===== config.mk =====
export PLATFORM = sky130hd
export DESIGN_NAME = instr_queue_flat
export DESIGN_NICKNAME = d
export VERILOG_FILES = /design/src/rtl/fetch_if.sv /design/src/rtl/instr_queue.sv /design/src/flat_wrapper.sv
export VERILOG_INCLUDE_DIRS = /design/src /design/src/rtl
export SDC_FILE = /design/constraint.sdc
export NUM_CORES = 1
export LEC_CHECK = 0
export ABC_AREA = 1
export BUFFER_PORTS_ARGS = -buffer_cell sky130_fd_sc_hd__buf_2
export CORE_MARGIN = 3
export CORE_UTILIZATION = 50
export DETAILED_ROUTE_END_ITERATION = 8
export HOLD_SLACK_MARGIN = 0.06
export PLACE_DENSITY_LB_ADDON = 0.05
export RECOVER_POWER = 50
export SLEW_MARGIN = 30
export SYNTH_ARGS = -nofsm -noshare
export SYNTH_HDL_FRONTEND = slang
export SYNTH_SLANG_ARGS = --single-unit

===== constraint.sdc =====
create_clock -name clk -period 4.7 [get_ports clk]
set_input_delay 0.705 -clock clk [delete_from_list [all_inputs] [get_ports clk]]
set_output_delay 0.705 -clock clk [all_outputs]
set_load 0.01 [all_outputs]

===== src/rtl/cpu_macros.svh =====
`ifndef CPU_MACROS_SVH
`define CPU_MACROS_SVH

// datapath and instruction width
`define CPU_XLEN    32

// word address width of pc, imem and data memory
`define CPU_PC_W    11

// register file
`define CPU_NREGS   16
`define CPU_RADDR_W 4   // log2 of CPU_NREGS

// instruction queue depth, also the fetch credit count after reset
// power of two from 2 to 16
`define CPU_QDEPTH  4

`endif


===== src/rtl/fetch_if.sv =====
`include "cpu_macros.svh"

interface fetch_if;

    // fetch to queue
    logic                 push;
    logic [`CPU_XLEN-1:0] push_instr;
    logic [`CPU_PC_W-1:0] push_pc;

    // queue to controller
    logic [`CPU_XLEN-1:0] pop_instr;
    logic [`CPU_PC_W-1:0] pop_pc;
    logic                 not_empty;

    // controller back to fetch and queue
    logic                 pop;    // also the credit return
    logic                 flush;  // taken branch

    modport producer (
        output push, push_instr, push_pc,
        input  pop, flush
    );

    modport buffer (
        input  push, push_instr, push_pc, pop, flush,
        output pop_instr, pop_pc, not_empty
    );

    modport consumer (
        output pop, flush,
        input  pop_instr, pop_pc, not_empty
    );

endinterface: fetch_if


===== src/rtl/instr_queue.sv =====
`include "cpu_macros.svh"

module instr_queue (
    input  logic    clk,
    input  logic    arst_n,
    fetch_if.buffer fq
);

    localparam int AW = $clog2(`CPU_QDEPTH);

    logic [`CPU_XLEN-1:0] instr_mem [`CPU_QDEPTH];
    logic [`CPU_PC_W-1:0] pc_mem    [`CPU_QDEPTH];

    // extra top bit tells a full queue from an empty one
    logic [AW:0]          wr_ptr;
    logic [AW:0]          rd_ptr;
    logic [AW-1:0]        wr_idx;
    logic [AW-1:0]        rd_idx;

    assign wr_idx = wr_ptr[AW-1:0];
    assign rd_idx = rd_ptr[AW-1:0];

    // space is guaranteed by the fetch credits
    always_ff @(posedge clk) begin
        if (fq.push) begin
            instr_mem[wr_idx] <= fq.push_instr;
            pc_mem[wr_idx]    <= fq.push_pc;
        end
    end

    always_ff @(posedge clk or negedge arst_n) begin
        if (!arst_n) begin
            wr_ptr <= '0;
            rd_ptr <= '0;
        end else if (fq.flush) begin
            // drop everything fetched past the branch
            wr_ptr <= '0;
            rd_ptr <= '0;
        end else begin
            if (fq.push)
                wr_ptr <= wr_ptr + 1'b1;
            if (fq.pop)
                rd_ptr <= rd_ptr + 1'b1;
        end
    end

    assign fq.not_empty = (wr_ptr != rd_ptr);
    assign fq.pop_instr = instr_mem[rd_idx];  // head entry, read without delay
    assign fq.pop_pc    = pc_mem[rd_idx];

endmodule: instr_queue


===== src/flat_wrapper.sv =====
// flat-port wrapper written by rule: the top's interface ports become plain ports
module instr_queue_flat 
  (clk, arst_n, fq_push, fq_push_instr, fq_push_pc, fq_pop, fq_flush, fq_pop_instr, fq_pop_pc, fq_not_empty);
  fetch_if fq_i ();
  input  logic clk;
  input  logic arst_n;
  input wire logic [$bits(fq_i.push)-1:0] fq_push;
  input wire logic [$bits(fq_i.push_instr)-1:0] fq_push_instr;
  input wire logic [$bits(fq_i.push_pc)-1:0] fq_push_pc;
  input wire logic [$bits(fq_i.pop)-1:0] fq_pop;
  input wire logic [$bits(fq_i.flush)-1:0] fq_flush;
  output wire logic [$bits(fq_i.pop_instr)-1:0] fq_pop_instr;
  output wire logic [$bits(fq_i.pop_pc)-1:0] fq_pop_pc;
  output wire logic [$bits(fq_i.not_empty)-1:0] fq_not_empty;
  assign fq_i.push = fq_push;
  assign fq_i.push_instr = fq_push_instr;
  assign fq_i.push_pc = fq_push_pc;
  assign fq_i.pop = fq_pop;
  assign fq_i.flush = fq_flush;
  assign fq_pop_instr = fq_i.pop_instr;
  assign fq_pop_pc = fq_i.pop_pc;
  assign fq_not_empty = fq_i.not_empty;
  instr_queue u_core (.clk(clk), .arst_n(arst_n), .fq(fq_i));
endmodule

==> results by group <==
Route
  • Detail Route Antenna Nets: 0
  • DR DRC count: 0
  • Via total after detailed routing: between 4000 and 5000
  • DR iter-0 viols: about 230
  • Avg WL per Cell: 14.7 um
  • Final WL: around 15000 um
  • Drt first pass iters: 4
  • Average vias per placed instance: about 4.7

Placed design
  • Final Wtd Congestion: between 0.7 and 0.8
  • Final HPWL DP: between 8000 and 9000 um
  • PortBufs: 91

Critical path
  • Critical Path Sink: fq_pop_pc[9]
  • Largest stage delay, worst path: 1.34 ns
  • Worst EP required: 3.99 ns
  • R2R Path End: u_core.rd_ptr[1]$_DFFE_PN0P_
  • R2R Setup Slk: 2.27 ns
  • Buf/Inv on CP: 2
  • Crit-path max FO: about 90
  • Critical path's most frequent cell: nand2_1
  • Setup crit start kind: register
  • CP Depth: 5
  • FF-to-FF path depth: 4
  • CP max stage cell: clkbuf_2
  • Launch point of the critical path: u_core.rd_ptr[0]$_DFFE_PN0P_
  • Worst R2R Start: u_core.rd_ptr[0]$_DFFE_PN0P_
  • CP delay by family, top: buffers and inverters
  • CP endpoint kind: output pin
  • Crit path kind: register to output pin
  • CP Cell Sequence: clkbuf_2, nand2_1, nand3_1, nand2_1, buf_2
  • Critical Path AT: 2.89 ns

Yosys
  • Yosys cell types: 15
  • Average size of a mapped cell: 10.5 sq um
  • Mapped Cells: approximately 730
  • Top-count cell post-synth: nand2_1
  • Share of the synthesized area in the top cell type: 67.8%
  • Post-synth EDFFs: ~170
  • Top FF cell, synth: edfxtp_1
  • Post-synthesis sequential area ratio: ~70%
  • Yosys reg bits: between 150 and 200
  • Post-Syn Nets: roughly 800
  • Cell taking the most area after synthesis: edfxtp_1
  • Post-synth top cells: 226 x nand2_1, 183 x inv_1, 172 x edfxtp_1, 88 x nand3_1, 13 x buf_2
  • Ranking of synthesized cells by area: edfxtp_1 68%, nand2_1 11%, inv_1 9.0%, nand3_1 5.8%, dfrtp_1 2.0%
  • Ys Warns: 0
  • Post-Syn Area: between 7000 and 8000 sq um
  • Synth async-reset ratio: 3.37%

Die
  • # rows: 44
  • Die H: approximately 130 um
  • Initial Utilization: between 50% and 60%
  • Ports: 92
  • Core area: ~15000 sq um
  • Die W: 129 um
  • Die Area: between 15000 and 20000 sq um

Clocking
  • Clk_lat worst skew: roughly 0.42 ns
  • CTS tree: built
  • Reg clk slew, reported paths: 0.06 ns
  • Post-CTS Hold Buffers: 0
  • Clk buf depth: 2
  • Root Driver: clkbuf_16
  • Clock sink count: about 180
  • TritonCTS Buffers: 17
  • Post_cts resized: 0
  • # Post-CTS Setup Buffers: 0
  • H-tree depth: 4

Finish
  • Area growth from synthesis to layout: 15.1%
  • # diodes: 0
  • Nets: about 870
  • Fraction of layout cells with a size suffix above 1: about a tenth
  • Filler instances: around 1200

Run status
  • Violated checks: max-capacitance violations, max-slew violations
  • Outcome: finished, violations left

STA
  • Post-route setup TNS: 0 ns
  • Hold_ws: 0.162 ns
  • Setup repair after global routing missed its margin: no
  • Final Hold Viols: 0
  • Slew Viols, Final: 90
  • Least-Margin Pin Slew: 1.97 ns
  • Peak Freq: 0.278 GHz
  • Post-route clock period utilization: about three quarters
  • Max-Slew Margin vs Limit: -31.5%
  • Layout Skew: 0.00539 ns
  • Final Critical Period: about 3.6 ns
  • Final setup viols: 0

Pwr
  • Pwr per Cell Area: between 400 and 500 nW/um^2
  • P_leak: between 4 and 5 nW
  • Maximum vdd ir drop: between 0.2 and 0.3 mV

Global routing
  • Grt ovf: 0
  • Initial antenna violation count: 1
  • Largest net degree at the start of global routing: 90
  • Global-route wire length before repair: 23400 um
  • Vias in the first global route: around 4800
  • Tot GR Track Use: 18.6%

Min path
  • Hold Path Class: input port to async pin

Flow run
  • Max-Cap Viols: 1
[placed cells by master, fill, tap and decap left out]
cell,Yosys,layout
inv_1,183,182
nand3_1,88,88
edfxtp_1,172,172
clkbuf_2,0,1
nand2_1,226,226
dfrtp_1,6,4
buf_4,3,6
clkbuf_16,0,17
dfrtp_4,0,1
bufinv_16,0,6
xnor2_1,3,3
o21ai_0,3,3
clkinv_1,0,2
clkinv_2,0,6
inv_2,2,1
buf_2,13,47
nor2_1,5,5
clkinvlp_4,0,1
a21oi_1,3,3
clkbuf_1,7,45
ha_1,5,5
dfrtp_2,0,1
[area by class of cell]
type / instances / area [sq um] / share of cell area [%]
Timing Repair Buffer: 98 / 450 / 5.14
Clock inverter: 13 / 215 / 2.45
Clock buffer: 18 / 429 / 4.89
Multi-Input combinational cell: 333 / 1430 / 16.3
Tap cell: 184 / 230 / 2.63
Sequential cell: 178 / 5320 / 60.7
Inverter: 185 / 697 / 7.95
[registers in the layout, indices dropped and copies added (netlist names)]
register	count
u_core.rd_ptr	3
u_core.wr_ptr	3
u_core.instr_mem	128
u_core.pc_mem	44
[stage by stage]
step	setup WS [ns]	std cells	power [mW]	cell area [sq um]	util (%)
finish	1.11	1009	3.79	8770	59.7
global route	0.885	1009	3.94	8770	59.7
CTS	1.45	1009	3.83	8820	60.0
detailed placement	1.91	978	2.29	8180	55.6
global placement	1.97	978	2.28	8180	55.6
floorplan	2.43	725	2.13	7620	-
[power breakdown]
part | switching (mW) | leakage (nW) | internal (mW) | total [mW]
logic | 0.279 | 2.06 | 0.132 | 0.411
clock network | 0.557 | 0.314 | 0.986 | 1.54
registers | 0.0175 | 1.66 | 1.82 | 1.84
[metal layers]
layer / share of wire (%) / GRT usage, % / up-vias
li1: - / - / 2429
met1: 44 / 23.0 / 2243
met2: 50 / 31.6 / 92
met3: 4.5 / 4.82 / 21
met4: 1.5 / 7.21 / 2
met5: 0.088 / 0 / -
[worst min path at each step]
stage,startpoint,endpoint,slack [ns],cells after the start
finish,arst_n,u_core.rd_ptr[2]$_DFFE_PN0P_,0.16,1
global route,arst_n,u_core.rd_ptr[0]$_DFFE_PN0P_,0.17,1
CTS,arst_n,u_core.rd_ptr[2]$_DFFE_PN0P_,0.09,1
detailed placement,arst_n,u_core.wr_ptr[2]$_DFFE_PN0P_,0.54,1
global placement,u_core.wr_ptr[2]$_DFFE_PN0P_,u_core.wr_ptr[2]$_DFFE_PN0P_,0.52,2
floorplan,arst_n,u_core.rd_ptr[0]$_DFFE_PN0P_,0.41,0
[cell families after synthesis]
logic type	synth area share, %
AND/OR/NAND/NOR	17.2
buffers and inverters	11.5
flip-flops	69.8
AO/OA/AOI/OAI	0.394
adder cells (fa/ha/maj)	0.821
XOR/XNOR	0.345
Note: power is estimated with default switching activity, not from simulation.
