File: src/rtl/cpu_macros.svh
`ifndef CPU_MACROS_SVH
`define CPU_MACROS_SVH

// datapath and instruction width
`define CPU_XLEN    32

// word address width of pc, imem and data memory
`define CPU_PC_W    11

// register file
`define CPU_NREGS   16
`define CPU_RADDR_W 4   // log2 of CPU_NREGS

// instruction queue depth, also the fetch credit count after reset
// power of two from 2 to 16
`define CPU_QDEPTH  4

`endif

File: src/rtl/cpu_pkg.sv
package cpu_pkg;

    // instruction bits 31:28
    typedef enum logic [3:0] {
        OP_MOV = 4'h0,  // rd = imm12
        OP_ADD = 4'h1,
        OP_SUB = 4'h2,
        OP_AND = 4'h3,
        OP_ORR = 4'h4,
        OP_EOR = 4'h5,
        OP_LSL = 4'h6,  // rd = rn << imm5
        OP_CMP = 4'h7,  // flags from rn - rm
        OP_STR = 4'h8,  // mem[rn + imm12] = rd
        OP_B   = 4'h9
    } opcode_e;

    // instruction bits 27:24, only tested by branches
    typedef enum logic [3:0] {
        COND_AL = 4'h0,
        COND_EQ = 4'h1,
        COND_NE = 4'h2,
        COND_MI = 4'h3,
        COND_PL = 4'h4,
        COND_CS = 4'h5,
        COND_CC = 4'h6,
        COND_VS = 4'h7,
        COND_VC = 4'h8
    } cond_e;

    typedef struct packed {
        logic n;
        logic z;
        logic c;
        logic v;
    } flags_t;

    typedef enum logic [1:0] {
        IDLE,
        ISSUE,
        FLUSH
    } ctrl_state_e;

endpackage: cpu_pkg

File: src/rtl/fetch_if.sv
`include "cpu_macros.svh"

interface fetch_if;

    // fetch to queue
    logic                 push;
    logic [`CPU_XLEN-1:0] push_instr;
    logic [`CPU_PC_W-1:0] push_pc;

    // queue to controller
    logic [`CPU_XLEN-1:0] pop_instr;
    logic [`CPU_PC_W-1:0] pop_pc;
    logic                 not_empty;

    // controller back to fetch and queue
    logic                 pop;    // also the credit return
    logic                 flush;  // taken branch

    modport producer (
        output push, push_instr, push_pc,
        input  pop, flush
    );

    modport buffer (
        input  push, push_instr, push_pc, pop, flush,
        output pop_instr, pop_pc, not_empty
    );

    modport consumer (
        output pop, flush,
        input  pop_instr, pop_pc, not_empty
    );

endinterface: fetch_if

File: src/rtl/controller.sv
`include "cpu_macros.svh"

module controller import cpu_pkg::*; (
    input  logic                    clk,
    input  logic                    arst_n,
    fetch_if.consumer               fq,
    input  flags_t                  flags,
    output logic [`CPU_RADDR_W-1:0] rd,
    output logic [`CPU_RADDR_W-1:0] rn,
    output logic [`CPU_RADDR_W-1:0] rm,
    output logic [11:0]             imm12,
    output opcode_e                 alu_op,
    output logic                    sel_imm,
    output logic                    reg_w_en,
    output logic                    en_status,
    output logic                    mem_w_en,
    output logic                    load_pc,
    output logic [`CPU_PC_W-1:0]    branch_target
);

    ctrl_state_e          state;
    ctrl_state_e          state_next;
    logic [`CPU_XLEN-1:0] ex_instr;  // instruction in execute
    logic [`CPU_PC_W-1:0] ex_pc;
    logic                 exec;
    opcode_e              op;
    cond_e                cond;
    logic                 taken;

    function automatic logic cond_pass(cond_e c, flags_t f);
        logic pass;
        case (c)
            COND_AL: pass = 1'b1;
            COND_EQ: pass = f.z;
            COND_NE: pass = !f.z;
            COND_MI: pass = f.n;
            COND_PL: pass = !f.n;
            COND_CS: pass = f.c;
            COND_CC: pass = !f.c;
            COND_VS: pass = f.v;
            COND_VC: pass = !f.v;
            default: pass = 1'b0;  // unused codes never branch
        endcase
        return pass;
    endfunction

    assign exec = (state == ISSUE);
    assign op   = opcode_e'(ex_instr[31:28]);
    assign cond = cond_e'(ex_instr[27:24]);

    // ARM style field layout
    assign rd     = ex_instr[23:20];
    assign rn     = ex_instr[19:16];
    assign rm     = ex_instr[15:12];
    assign imm12  = ex_instr[11:0];
    assign alu_op = op;

    assign sel_imm   = (op == OP_MOV) || (op == OP_LSL) || (op == OP_STR);
    assign reg_w_en  = exec && (op inside {OP_MOV, OP_ADD, OP_SUB, OP_AND,
                                           OP_ORR, OP_EOR, OP_LSL});
    assign en_status = exec && (op == OP_CMP);
    assign mem_w_en  = exec && (op == OP_STR);

    // flags already hold the result of a cmp issued just before
    assign taken    = exec && (op == OP_B) && cond_pass(cond, flags);
    assign load_pc  = taken;
    assign fq.flush = taken;

    // word offset from the branch's own pc
    assign branch_target = ex_pc + {{(`CPU_PC_W-8){ex_instr[7]}}, ex_instr[7:0]};

    // next pop overlaps the current execute, but never past a taken branch
    assign fq.pop = fq.not_empty && ((state == IDLE) || (exec && !taken));

    always_comb begin
        state_next = state;
        case (state)
            IDLE: begin
                if (fq.not_empty)
                    state_next = ISSUE;
            end
            ISSUE: begin
                if (taken)
                    state_next = FLUSH;
                else if (!fq.not_empty)
                    state_next = IDLE;
            end
            FLUSH: state_next = IDLE;  // let the queue and pc settle
            default: state_next = IDLE;
        endcase
    end

    always_ff @(posedge clk or negedge arst_n) begin
        if (!arst_n)
            state <= IDLE;
        else
            state <= state_next;
    end

    always_ff @(posedge clk) begin
        if (fq.pop) begin
            ex_instr <= fq.pop_instr;
            ex_pc    <= fq.pop_pc;
        end
    end

endmodule: controller

File: src/flat_wrapper.sv
// flat-port wrapper written by rule: the top's interface ports become plain ports
module controller_flat import cpu_pkg::*;
  (clk, arst_n, flags, rd, rn, rm, imm12, alu_op, sel_imm, reg_w_en, en_status, mem_w_en, load_pc, branch_target, fq_pop, fq_flush, fq_pop_instr, fq_pop_pc, fq_not_empty);
  fetch_if fq_i ();
  input  logic clk;
  input  logic arst_n;
  input  flags_t flags;
  output logic [`CPU_RADDR_W-1:0] rd;
  output logic [`CPU_RADDR_W-1:0] rn;
  output logic [`CPU_RADDR_W-1:0] rm;
  output logic [11:0] imm12;
  output opcode_e alu_op;
  output logic sel_imm;
  output logic reg_w_en;
  output logic en_status;
  output logic mem_w_en;
  output logic load_pc;
  output logic [`CPU_PC_W-1:0] branch_target;
  output wire logic [$bits(fq_i.pop)-1:0] fq_pop;
  output wire logic [$bits(fq_i.flush)-1:0] fq_flush;
  input wire logic [$bits(fq_i.pop_instr)-1:0] fq_pop_instr;
  input wire logic [$bits(fq_i.pop_pc)-1:0] fq_pop_pc;
  input wire logic [$bits(fq_i.not_empty)-1:0] fq_not_empty;
  assign fq_pop = fq_i.pop;
  assign fq_flush = fq_i.flush;
  assign fq_i.pop_instr = fq_pop_instr;
  assign fq_i.pop_pc = fq_pop_pc;
  assign fq_i.not_empty = fq_not_empty;
  controller u_core (.clk(clk), .arst_n(arst_n), .fq(fq_i), .flags(flags), .rd(rd), .rn(rn), .rm(rm), .imm12(imm12), .alu_op(alu_op), .sel_imm(sel_imm), .reg_w_en(reg_w_en), .en_status(en_status), .mem_w_en(mem_w_en), .load_pc(load_pc), .branch_target(branch_target));
endmodule
File: config.mk
export PLATFORM = sky130hd
export DESIGN_NAME = controller_flat
export DESIGN_NICKNAME = d
export VERILOG_FILES = /design/src/rtl/cpu_pkg.sv /design/src/rtl/fetch_if.sv /design/src/rtl/controller.sv /design/src/flat_wrapper.sv
export VERILOG_INCLUDE_DIRS = /design/src /design/src/rtl
export SDC_FILE = /design/constraint.sdc
export NUM_CORES = 1
export LEC_CHECK = 0
export BUFFER_PORTS_ARGS = -buffer_cell sky130_fd_sc_hd__buf_2
export CORE_AREA = 2 2 88 90
export DETAILED_ROUTE_END_ITERATION = 6
export DIE_AREA = 0 0 90 92
export GPL_TIMING_DRIVEN = 0
export PLACE_DENSITY_LB_ADDON = 0.2
export SETUP_SLACK_MARGIN = 0.1
export SLEW_MARGIN = 20
export SYNTH_ARGS = -nofsm -noshare
export SYNTH_HDL_FRONTEND = slang
export SYNTH_SLANG_ARGS = --single-unit
File: constraint.sdc
create_clock -name clk -period 4.45 [get_ports clk]
set_input_delay 1.1125 -clock clk [delete_from_list [all_inputs] [get_ports clk]]
set_output_delay 1.1125 -clock clk [all_outputs]
set_load 0.01 [all_outputs]
==> results of run 1 <==
[worst max path at each step]
stage | endpoint | slack [ns] | depth (start not counted)
global placement | fq_pop | -0.41 | 5
global route | fq_pop | 0.33 | 5
detailed placement | fq_pop | 0.41 | 5
finish | fq_pop | 0.47 | 5
CTS | fq_pop | 0.41 | 5
floorplan | fq_pop | 0.44 | 3
[stage by stage]
stage | util [%] | hold slack, ns
2_1_floorplan | - | 0.527
3_3_place_gp | 37.1 | 0.549
3_5_place_dp | 37.2 | 0.576
4_1_cts | 38.2 | 0.585
5_1_grt | 38.2 | 0.586
6_report | 38.2 | 0.577
[power breakdown]
group	switching [µW]	internal, µW
combinational	89.7	92.8
sequential	11.6	492
clock	130	106
total	232	691
[worst max-delay path, cell delays in order]
cell and delay [ns]:
buf_2 0.11, mux4_2 0.47, a32oi_2 0.32, o211a_4 0.61
buf_2 0.24
[area by class of cell]
type | instances | area [µm²] | area share (%)
timing repair buffer | 95 | 475 | 16.7
multi-input combinational | 78 | 593 | 20.8
inverter | 4 | 15.0 | 0.527
tap | 102 | 128 | 4.48
sequential | 45 | 1340 | 47.1
clock inverter | 1 | 3.75 | 0.132
buffer | 29 | 218 | 7.65
clock buffer | 6 | 72.6 | 2.55
[kinds of logic (layout without fill, tap and decap cells)]
group,after synthesis,count (layout)
xor gates and xnor gates,10,10
muxes,2,2
adders and majority gates,11,11
buffers and inverters,33,135
and+or+nand+nor,34,34
AOI/OAI and AO/OA,21,21
DFF,45,45
[state kept, by name (all words and copies together), names as in the netlist]
name and flops:
u_core.ex_instr 32, u_core.ex_pc 11, u_core.state 2
[cell usage after synthesis (all sizes together)]
library cell	number	area share (%)
o21ai	3	0.70
edfxtp	43	60
nor3b	1	0.35
inv	4	0.70
nand3	9	2.1
mux2	1	0.52
o211a	2	0.93
nor3	2	0.46
nor2	10	1.7
a211oi	1	0.35
a32oi	1	0.75
and3	1	0.29
nor2b	2	0.58
dfrtp	2	2.3
xnor2	7	2.8
nand4	1	0.29
o2111ai	2	0.81
o21a	1	0.35
or3	1	0.29
ha	10	5.8
fa	1	0.93
nand2	5	0.87
o221ai	1	0.41
mux4	1	1.0
and2b	1	0.41
nand2b	1	0.29
o211ai	2	0.70
buf	29	10
o41ai	1	0.41
a31oi	2	0.58
a21oi	5	1.2
xor2	3	1.2
[per-layer routing]
metal | up-vias | GRT usage [%] | routed length, µm
met2 | 60 | 17.9 | 2110
met1 | 665 | 11.6 | 1590
met5 | - | 0 | 0
li1 | 750 | - | -
met4 | 0 | 3.46 | 26
met3 | 2 | 4.35 | 382
==> results by group, run 1 <==
Run status
  – Status: finished, final reports clean

CTS
  – CTS H-tree depth: 2
  – Post-CTS Setup Repair Bufs: 0
  – CTS buffer count: 5
  – Clock transition at the registers of the reported paths: around 0.080 ns
  – Clock Sinks: 45
  – Clock Latency Late Sink: ~0.29 ns
  – Post-CTS Resized: 0
  – CTS hold repair buffers: 0
  – Clock root buffer: clkbuf_8
  – CTS tree: done
  – Longest Clk Path Bufs: 2

Worst setup path
  – Worst-path maximum fanout: 44
  – R2r endpoint: u_core.ex_instr[31]$_DFFE_PP_
  – Reg2reg setup slack: 2.18 ns
  – Worst Reg-to-Reg Cells: 3
  – WP data required: between 3 and 4 ns
  – Critical Path Start: flags[0]
  – WS Path Type: input port to output pin
  – Worst setup EP type: output pin
  – Data arrival, critical path: between 2 and 3 ns
  – RR Startpoint: u_core.ex_instr[25]$_DFFE_PP_
  – Startpoint types: input port

Worst hold path
  – Worst hold start: u_core.state[1]$_DFFE_PN0P_
  – Hold Crit Endpoint: u_core.state[0]$_DFFE_PN0P_
  – Hold WC Path Type: register to register
  – Hold Crit Depth: 2

Place
  – Routability cong.: about 0.76
  – Placed inst area: 2770 µm²
  – Placed wire-length estimate: 3210 µm
  – DP Cell Count: 353
  – Input/output buffers: 95
  – Place WS: 0.409 ns

Synthesis
  – Yosys warns: 0
  – Largest family of logic cells by synthesized area: buffers and inverters
  – Post-synth cell types: 32
  – Post-synthesis mux area share: under 10%
  – Adder-Cell Fraction of Synth Area: 6.72%
  – Seq/Total Area, Yosys: between 60% and 70%
  – FF+latch count, synth: 45
  – XOR/XNOR share of the synthesized area: 4.06%
  – Fraction of the mapped netlist area in compound gates: approximately 7.1%
  – Post-Syn Instances: 156
  – Syn Nets: 217
  – Mapped Area: 2160 µm²
  – Avg Cell Area, Syn: 13.8 µm²
  – Synth Area in Simple Gates: 7.65%

Timing
  – Peak Freq: 251 MHz
  – Setup-failing EPs final: 0
  – Tmin final: 3.98 ns
  – Hold Vio Cnt, Final: 0
  – Slew @ Worst Pin: 0.620 ns
  – Final WS setup: 0.468 ns
  – Setup TNS: 0 ns
  – RSZ-0062 raised after global routing: false
  – Fin crit share: 89.5%
  – Slew Limit Fails: 0
  – Worst slew margin: about three fifths
  – Clock skew: 0.00548 ns

Finish
  – # diodes: 0
  – Cell area after layout: 2850 µm²
  – Commonest non-fill, non-tap cell in the layout: buf_2
  – Final std cells w/o fill: 360
  – Commonest non-fill, non-tap cells in the layout: buf_2, edfxtp_1, buf_4
  – Layout cells sized above 1: 51.9%
  – Area growth syn-to-layout: 31.8%
  – Fillcell total: 767
  – Final net count: around 320

Power
  – VDD IR max: around 140 µV
  – Pwr/cell area: 324 nW/µm²
  – Leak Pwr: 0.00125 µW
  – Final Power: 922 µW

Floorplanning
  – Die area: 8280 µm²
  – Core ar.: 7450 µm²
  – Die Wd: 90 µm
  – Row count: 32
  – Die Y: a little over 90 µm
  – I/O Pins: 96
  – Starting density of the core: 29.0%

Detailed routing
  – Final ANT Viol Nets: 0
  – Avg Vias per Cell: 4.10
  – # DRC: 0
  – DRT iter0 DRCs: 47
  – 1st-pass router iterations: 4
  – WL per Instance: between 10 and 15 µm
  – Via count: 1477
  – Total routed wirelength: 4110 µm

GRT
  – Initial antenna violation count: 0
  – Largest net degree at the start of global routing: 45
  – Vias in the first global route: 1462
  – Total GRT Usage: roughly a tenth
  – Global-route wire length before repair: slightly below 7000 µm
  – Total gr overflow: 0

Flow run
  – Max-cap violations: 0
No activity file was read; power rests on OpenSTA's default activity.
==> run 2: changes to the inputs <==
Settings changed: BUFFER_PORTS_ARGS -buffer_cell sky130_fd_sc_hd__buf_2 to -buffer_cell sky130_fd_sc_hd__buf_4, PLACE_DENSITY set to 0.51, PLACE_DENSITY_LB_ADDON 0.2 to not set.
==> run 2 against run 1 <==
Sequential share of layout area decreased by 4.1 points. Combinational power rose by 19%. Setup slack improved by 0.0040 ns. Largest power group unchanged. First-iteration DRC count increased by 17%. Global-route usage is 0.076 points higher. Final cell count up 0.28%. Fmax increased by 0.10%. Die area unchanged. Highest routed layer unchanged.
==> results by group, run 2 (synthesized netlist as in run 1, its figures left out) <==
Run status
  – Status: finished, final reports clean

Detailed routing
  – WL per Instance: ~12 µm
  – 1st-pass router iterations: 4
  – Via count: 1466
  – Final ANT Viol Nets: 0
  – # DRC: 0
  – Total routed wirelength: 4200 µm
  – Avg Vias per Cell: between 4 and 5
  – DRT iter0 DRCs: 55

Worst setup path
  – Startpoint types: input port
  – WP depth: 5
  – Data arrival, critical path: 2.87 ns
  – Slowest stage cell, crit path: o211a_4
  – Worst Reg-to-Reg Cells: 3
  – Max incr delay on CP: 0.62 ns
  – Top cell by count, worst path: buf_4
  – Worst setup EP type: output pin
  – Worst-path maximum fanout: 44
  – WS Path Type: input port to output pin
  – Crit-path cells: buf_4 > mux4_2 > a32oi_2 > o211a_4 > buf_4
  – Top cell family by delay on the critical path: compound AO/OA/AOI/OAI gates
  – Critical path buffers and inverters: 2
  – WP data required: 3.34 ns

Timing
  – Slew @ Worst Pin: 0.610 ns
  – Slew Limit Fails: 0
  – Worst slew margin: between 50% and 60%
  – Setup-failing EPs final: 0
  – RSZ-0062 raised after global routing: false
  – Peak Freq: 251 MHz
  – Fin crit share: 89.4%
  – Tmin final: 3.98 ns
  – Hold Vio Cnt, Final: 0
  – WHS: between 0.5 and 0.6 ns
  – Clock skew: 0.00965 ns

Flow run
  – Max-cap violations: 0

Floorplanning
  – Die Y: 92 µm
  – Die Wd: 90 µm
  – Row count: 32
  – Core ar.: about 7400 µm²
  – Starting density of the core: between 20% and 30%
  – I/O Pins: 96
  – Die area: 8280 µm²

Finish
  – Commonest non-fill, non-tap cell in the layout: buf_4
  – Layout cells sized above 1: 52.1%
  – Area growth syn-to-layout: 44.2%
  – Final net count: 319
  – Number of flip-flops under the largest register name: 32
  – # diodes: 0
  – Top flop regs: u_core.ex_instr x32, u_core.ex_pc x11, u_core.state x2
  – Fin util: 41.8%
  – Biggest register: u_core.ex_instr
  – Commonest non-fill, non-tap cells in the layout: buf_4, edfxtp_1, nor2_1, ha_1, nand3_1

Place
  – Routability cong.: 0.774
  – Input/output buffers: 95
  – Placed wire-length estimate: roughly 3300 µm

CTS
  – Clock transition at the registers of the reported paths: 0.07 ns
  – Clock root buffer: clkbuf_8
  – Post-CTS Resized: 0
  – Clock Sinks: 45
  – CTS tree: done
  – CTS H-tree depth: 2
  – CTS hold repair buffers: 0
  – Longest Clk Path Bufs: 2
  – Clock Latency Late Sink: 0.29 ns
  – CTS buffer count: 5
  – Post-CTS Setup Repair Bufs: 0

Power
  – VDD IR max: around 210 µV
  – Pwr/cell area: 326 nW/µm²
  – Leak Pwr: between 0.001 and 0.0015 µW

GRT
  – Initial antenna violation count: 0
  – Total gr overflow: 0
  – Global-route wire length before repair: 6910 µm
  – Largest net degree at the start of global routing: 45
  – Vias in the first global route: between 1500 and 2000
  – Total GRT Usage: 10.5%

Worst hold path
  – Hold Crit Depth: 2
  – Hold WC Path Type: register to register
## run 2: cell count changes in the layout (fill, tap and decap cells not counted), sizes merged
cell,delta
bufinv,+1
## run 2: area by class of cell
cell class	instances	area, µm²
Clock buffer	6	72.6
Tap cell	102	128
Inverter	4	15.0
Buffer	29	218
Fill cell	757	4330
Sequential cell	45	1340
Timing Repair Buffer	95	713
Clock inverter	2	33.8
Multi-Input combinational cell	78	593
## run 2: layer usage
layer | up-vias | GRT usage, % | wire length (µm)
met2 | 63 | 16.9 | 1970
met4 | 0 | 3.85 | 62
met5 | - | 0 | 0
li1 | 751 | - | -
met3 | 5 | 6.49 | 573
met1 | 647 | 11.2 | 1590
## run 2: power by group
part | switching (µW) | internal [µW]
combinational | 92.1 | 124
clock | 130 | 166
sequential | 11.1 | 492
## run 2: per-stage QoR
stage	TNS, ns	power (µW)	worst slack (ns)	cell area [µm²]	instances
2_1_floorplan	0	624	0.444	2160	156
3_3_place_gp	-0.390	730	-0.390	3000	353
3_5_place_dp	0	733	0.430	3010	353
4_1_cts	0	1030	0.427	3110	361
5_1_grt	0	1070	0.355	3110	361
6_report	0	1020	0.472	3110	361
## run 2: tightest hold or removal path: stages, from the launching register on
cell     delay [ns]
dfrtp_1        0.35
inv_1          0.07
o211a_1        0.13
## run 2: worst paths after layout
path	startpoint	end	slack [ns]
setup / recovery	flags[0]	fq_pop	0.47
hold / removal	u_core.state[1]$_DFFE_PN0P_	u_core.state[0]$_DFFE_PN0P_	0.58
setup reg to reg	u_core.ex_instr[25]$_DFFE_PP_	u_core.ex_instr[5]$_DFFE_PP_	2.20
hold reg to reg	u_core.state[1]$_DFFE_PN0P_	u_core.state[0]$_DFFE_PN0P_	0.58
max in group asynchronous	arst_n	u_core.state[0]$_DFFE_PN0P_	3.77
min in group asynchronous	arst_n	u_core.state[1]$_DFFE_PN0P_	0.60
==> run 3: changes to the inputs <==
Settings changed: CORE_AREA 2 2 88 90 to 2 2 77 79, DIE_AREA 0 0 90 92 to 0 0 79 81, PLACE_DENSITY 0.51 to 0.65.
==> run 3 against run 2 <==
Die area decreased by 23%. Register-to-register slack got worse by 0.16 ns. Cell area decreased by 1.4%. Worst hold slack got worse by 0.0098 ns. Sequential power about the same. Global-route usage increased by 2.6 points. Sequential share of layout area increased by 0.61 points. Sequential cell count unchanged. Via count increased by 2.4%. Final cell count decreased by 7.5%. Combinational power about the same. Clock power decreased by 24%. Critical endpoint unchanged. Highest routed layer unchanged.
==> results by group, run 3 (synthesized netlist as in run 1, its figures left out) <==
Timing
  – Fin crit share: between 90% and 100%
  – Slew @ Worst Pin: 0.645 ns
  – RSZ-0062 raised after global routing: false
  – Worst slew margin: 57.0%
  – Peak Freq: ~240 MHz
  – Setup-failing EPs final: 0
  – Slew Limit Fails: 0
  – Final WS setup: 0.321 ns
  – Hold Vio Cnt, Final: 0
  – WHS: between 0.5 and 0.6 ns
  – Tmin final: 4.13 ns
  – Clock skew: 0.00980 ns

Floorplanning
  – Starting density of the core: 38.1%
  – Die Wd: 79 µm
  – Die Y: 81 µm
  – Row count: 28
  – Die area: roughly 6400 µm²
  – Core ar.: 5680 µm²
  – I/O Pins: 96

Finish
  – Area of the multi-input gates: roughly 600 µm²
  – Layout cells sized above 1: a little over half
  – Top flop regs: u_core.ex_instr x32, u_core.ex_pc x11, u_core.state x2
  – Commonest non-fill, non-tap cell in the layout: buf_4
  – Register area: 1340 µm²
  – Area growth syn-to-layout: 42.2%
  – Biggest register: u_core.ex_instr
  – Cell area after layout: 3070 µm²
  – Final net count: 320
  – # diodes: 0
  – Fin util: about 54%
  – Number of flip-flops under the largest register name: 32
  – Commonest non-fill, non-tap cells in the layout: buf_4, edfxtp_1, nor2_1, ha_1, nand3_1
  – Fillcell total: 512

Worst setup path
  – R2r endpoint: u_core.ex_instr[16]$_DFFE_PP_
  – Worst setup EP type: output pin
  – Worst setup path end: fq_pop
  – WS Path Type: input port to output pin
  – Critical Path Start: flags[0]
  – Worst Reg-to-Reg Cells: 4
  – Worst-path maximum fanout: 23
  – RR Startpoint: u_core.ex_instr[25]$_DFFE_PP_
  – WP data required: around 3.3 ns
  – Startpoint types: input port
  – Reg2reg setup slack: 2.04 ns
  – Data arrival, critical path: 3.02 ns

Power
  – Final Power: 945 µW
  – VDD IR max: 208 µV
  – Leak Pwr: 0.00134 µW
  – Pwr/cell area: 308 nW/µm²

CTS
  – CTS tree: done
  – CTS buffer count: 5
  – CTS hold repair buffers: 0
  – Clock Sinks: 45
  – Clock root buffer: clkbuf_8
  – Clock Latency Late Sink: about 0.29 ns
  – Clock transition at the registers of the reported paths: roughly 0.070 ns
  – Post-CTS Setup Repair Bufs: 0
  – CTS H-tree depth: 2
  – Post-CTS Resized: 0
  – Longest Clk Path Bufs: 2

Worst hold path
  – Worst hold start: u_core.state[1]$_DFFE_PN0P_
  – Hold WC Path Type: register to register

Place
  – Routability cong.: 0.728
  – Place WS: 0.278 ns
  – Placed inst area: between 2000 and 3000 µm²
  – Placed wire-length estimate: 3120 µm
  – Input/output buffers: 95

Detailed routing
  – Final ANT Viol Nets: 0
  – WL per Instance: 11.6 µm
  – 1st-pass router iterations: 3
  – Via count: between 1500 and 2000
  – Total routed wirelength: 3880 µm
  – DRT iter0 DRCs: 29
  – Avg Vias per Cell: 4.49
  – # DRC: 0

GRT
  – Global-route wire length before repair: 6390 µm
  – Initial antenna violation count: 0
  – Largest net degree at the start of global routing: 24
  – Total GRT Usage: 13.1%
  – Total gr overflow: 0
  – Vias in the first global route: 1524

Flow run
  – Max-cap violations: 0

Run status
  – Status: finished, final reports clean
==> run 3: cell count changes in the layout (fill, tap and decap cells not counted), sizes merged <==
cell,before,now
bufinv,1,0
buf,124,125
==> run 3: worst min path at each step <==
| stage | to | slack (ns) | depth (start not counted) |
|---|---|---|---|
| after floorplan | u_core.state[0]$_DFFE_PN0P_ | 0.53 | 2 |
| after global placement | u_core.state[0]$_DFFE_PN0P_ | 0.55 | 2 |
| after detailed placement | u_core.state[0]$_DFFE_PN0P_ | 0.57 | 2 |
| after CTS | u_core.state[0]$_DFFE_PN0P_ | 0.58 | 2 |
| after global routing | u_core.state[1]$_DFFE_PN0P_ | 0.58 | 1 |
| final | u_core.state[0]$_DFFE_PN0P_ | 0.57 | 2 |
==> run 3: layer usage <==
| metal | share of wire [%] | global-route usage [%] | up-vias |
|---|---|---|---|
| met5 | 0 | 0 | - |
| met4 | 1.7 | 5.52 | 0 |
| met3 | 8.2 | 5.22 | 6 |
| met2 | 53 | 23.6 | 53 |
| met1 | 37 | 13.5 | 690 |
| li1 | - | - | 752 |
==> run 3: final cells by class <==
class                           count  area share (%)
Buffer                             29            7.09
Clock buffer                        6            2.36
Clock inverter                      1           0.122
Inverter                            4           0.489
Multi-Input combinational cell     78            19.1
Sequential cell                    45            43.7
Tap cell                           75            3.06
Timing Repair Buffer               96            24.1
==> run 3: per-stage QoR <==
stage / cells / TNS [ns]
final: 334 / 0
after global routing: 334 / 0
after detailed placement: 327 / 0
after global placement: 326 / -0.316
after floorplan: 156 / 0
after CTS: 334 / 0
==> run 3: critical path: stages <==
cell     delay [ns]
buf_4          0.11
mux4_2         0.46
a32oi_2        0.30
o211a_2        0.64
buf_16         0.24
buf_4          0.14
==> run 3: power breakdown <==
part | switching (µW) | internal (µW) | total, µW | leakage, µW
registers | 11.3 | 492 | 503 | 0.000446
clock network | 119 | 106 | 225 | 0.0000387
logic | 90.6 | 127 | 217 | 0.000856
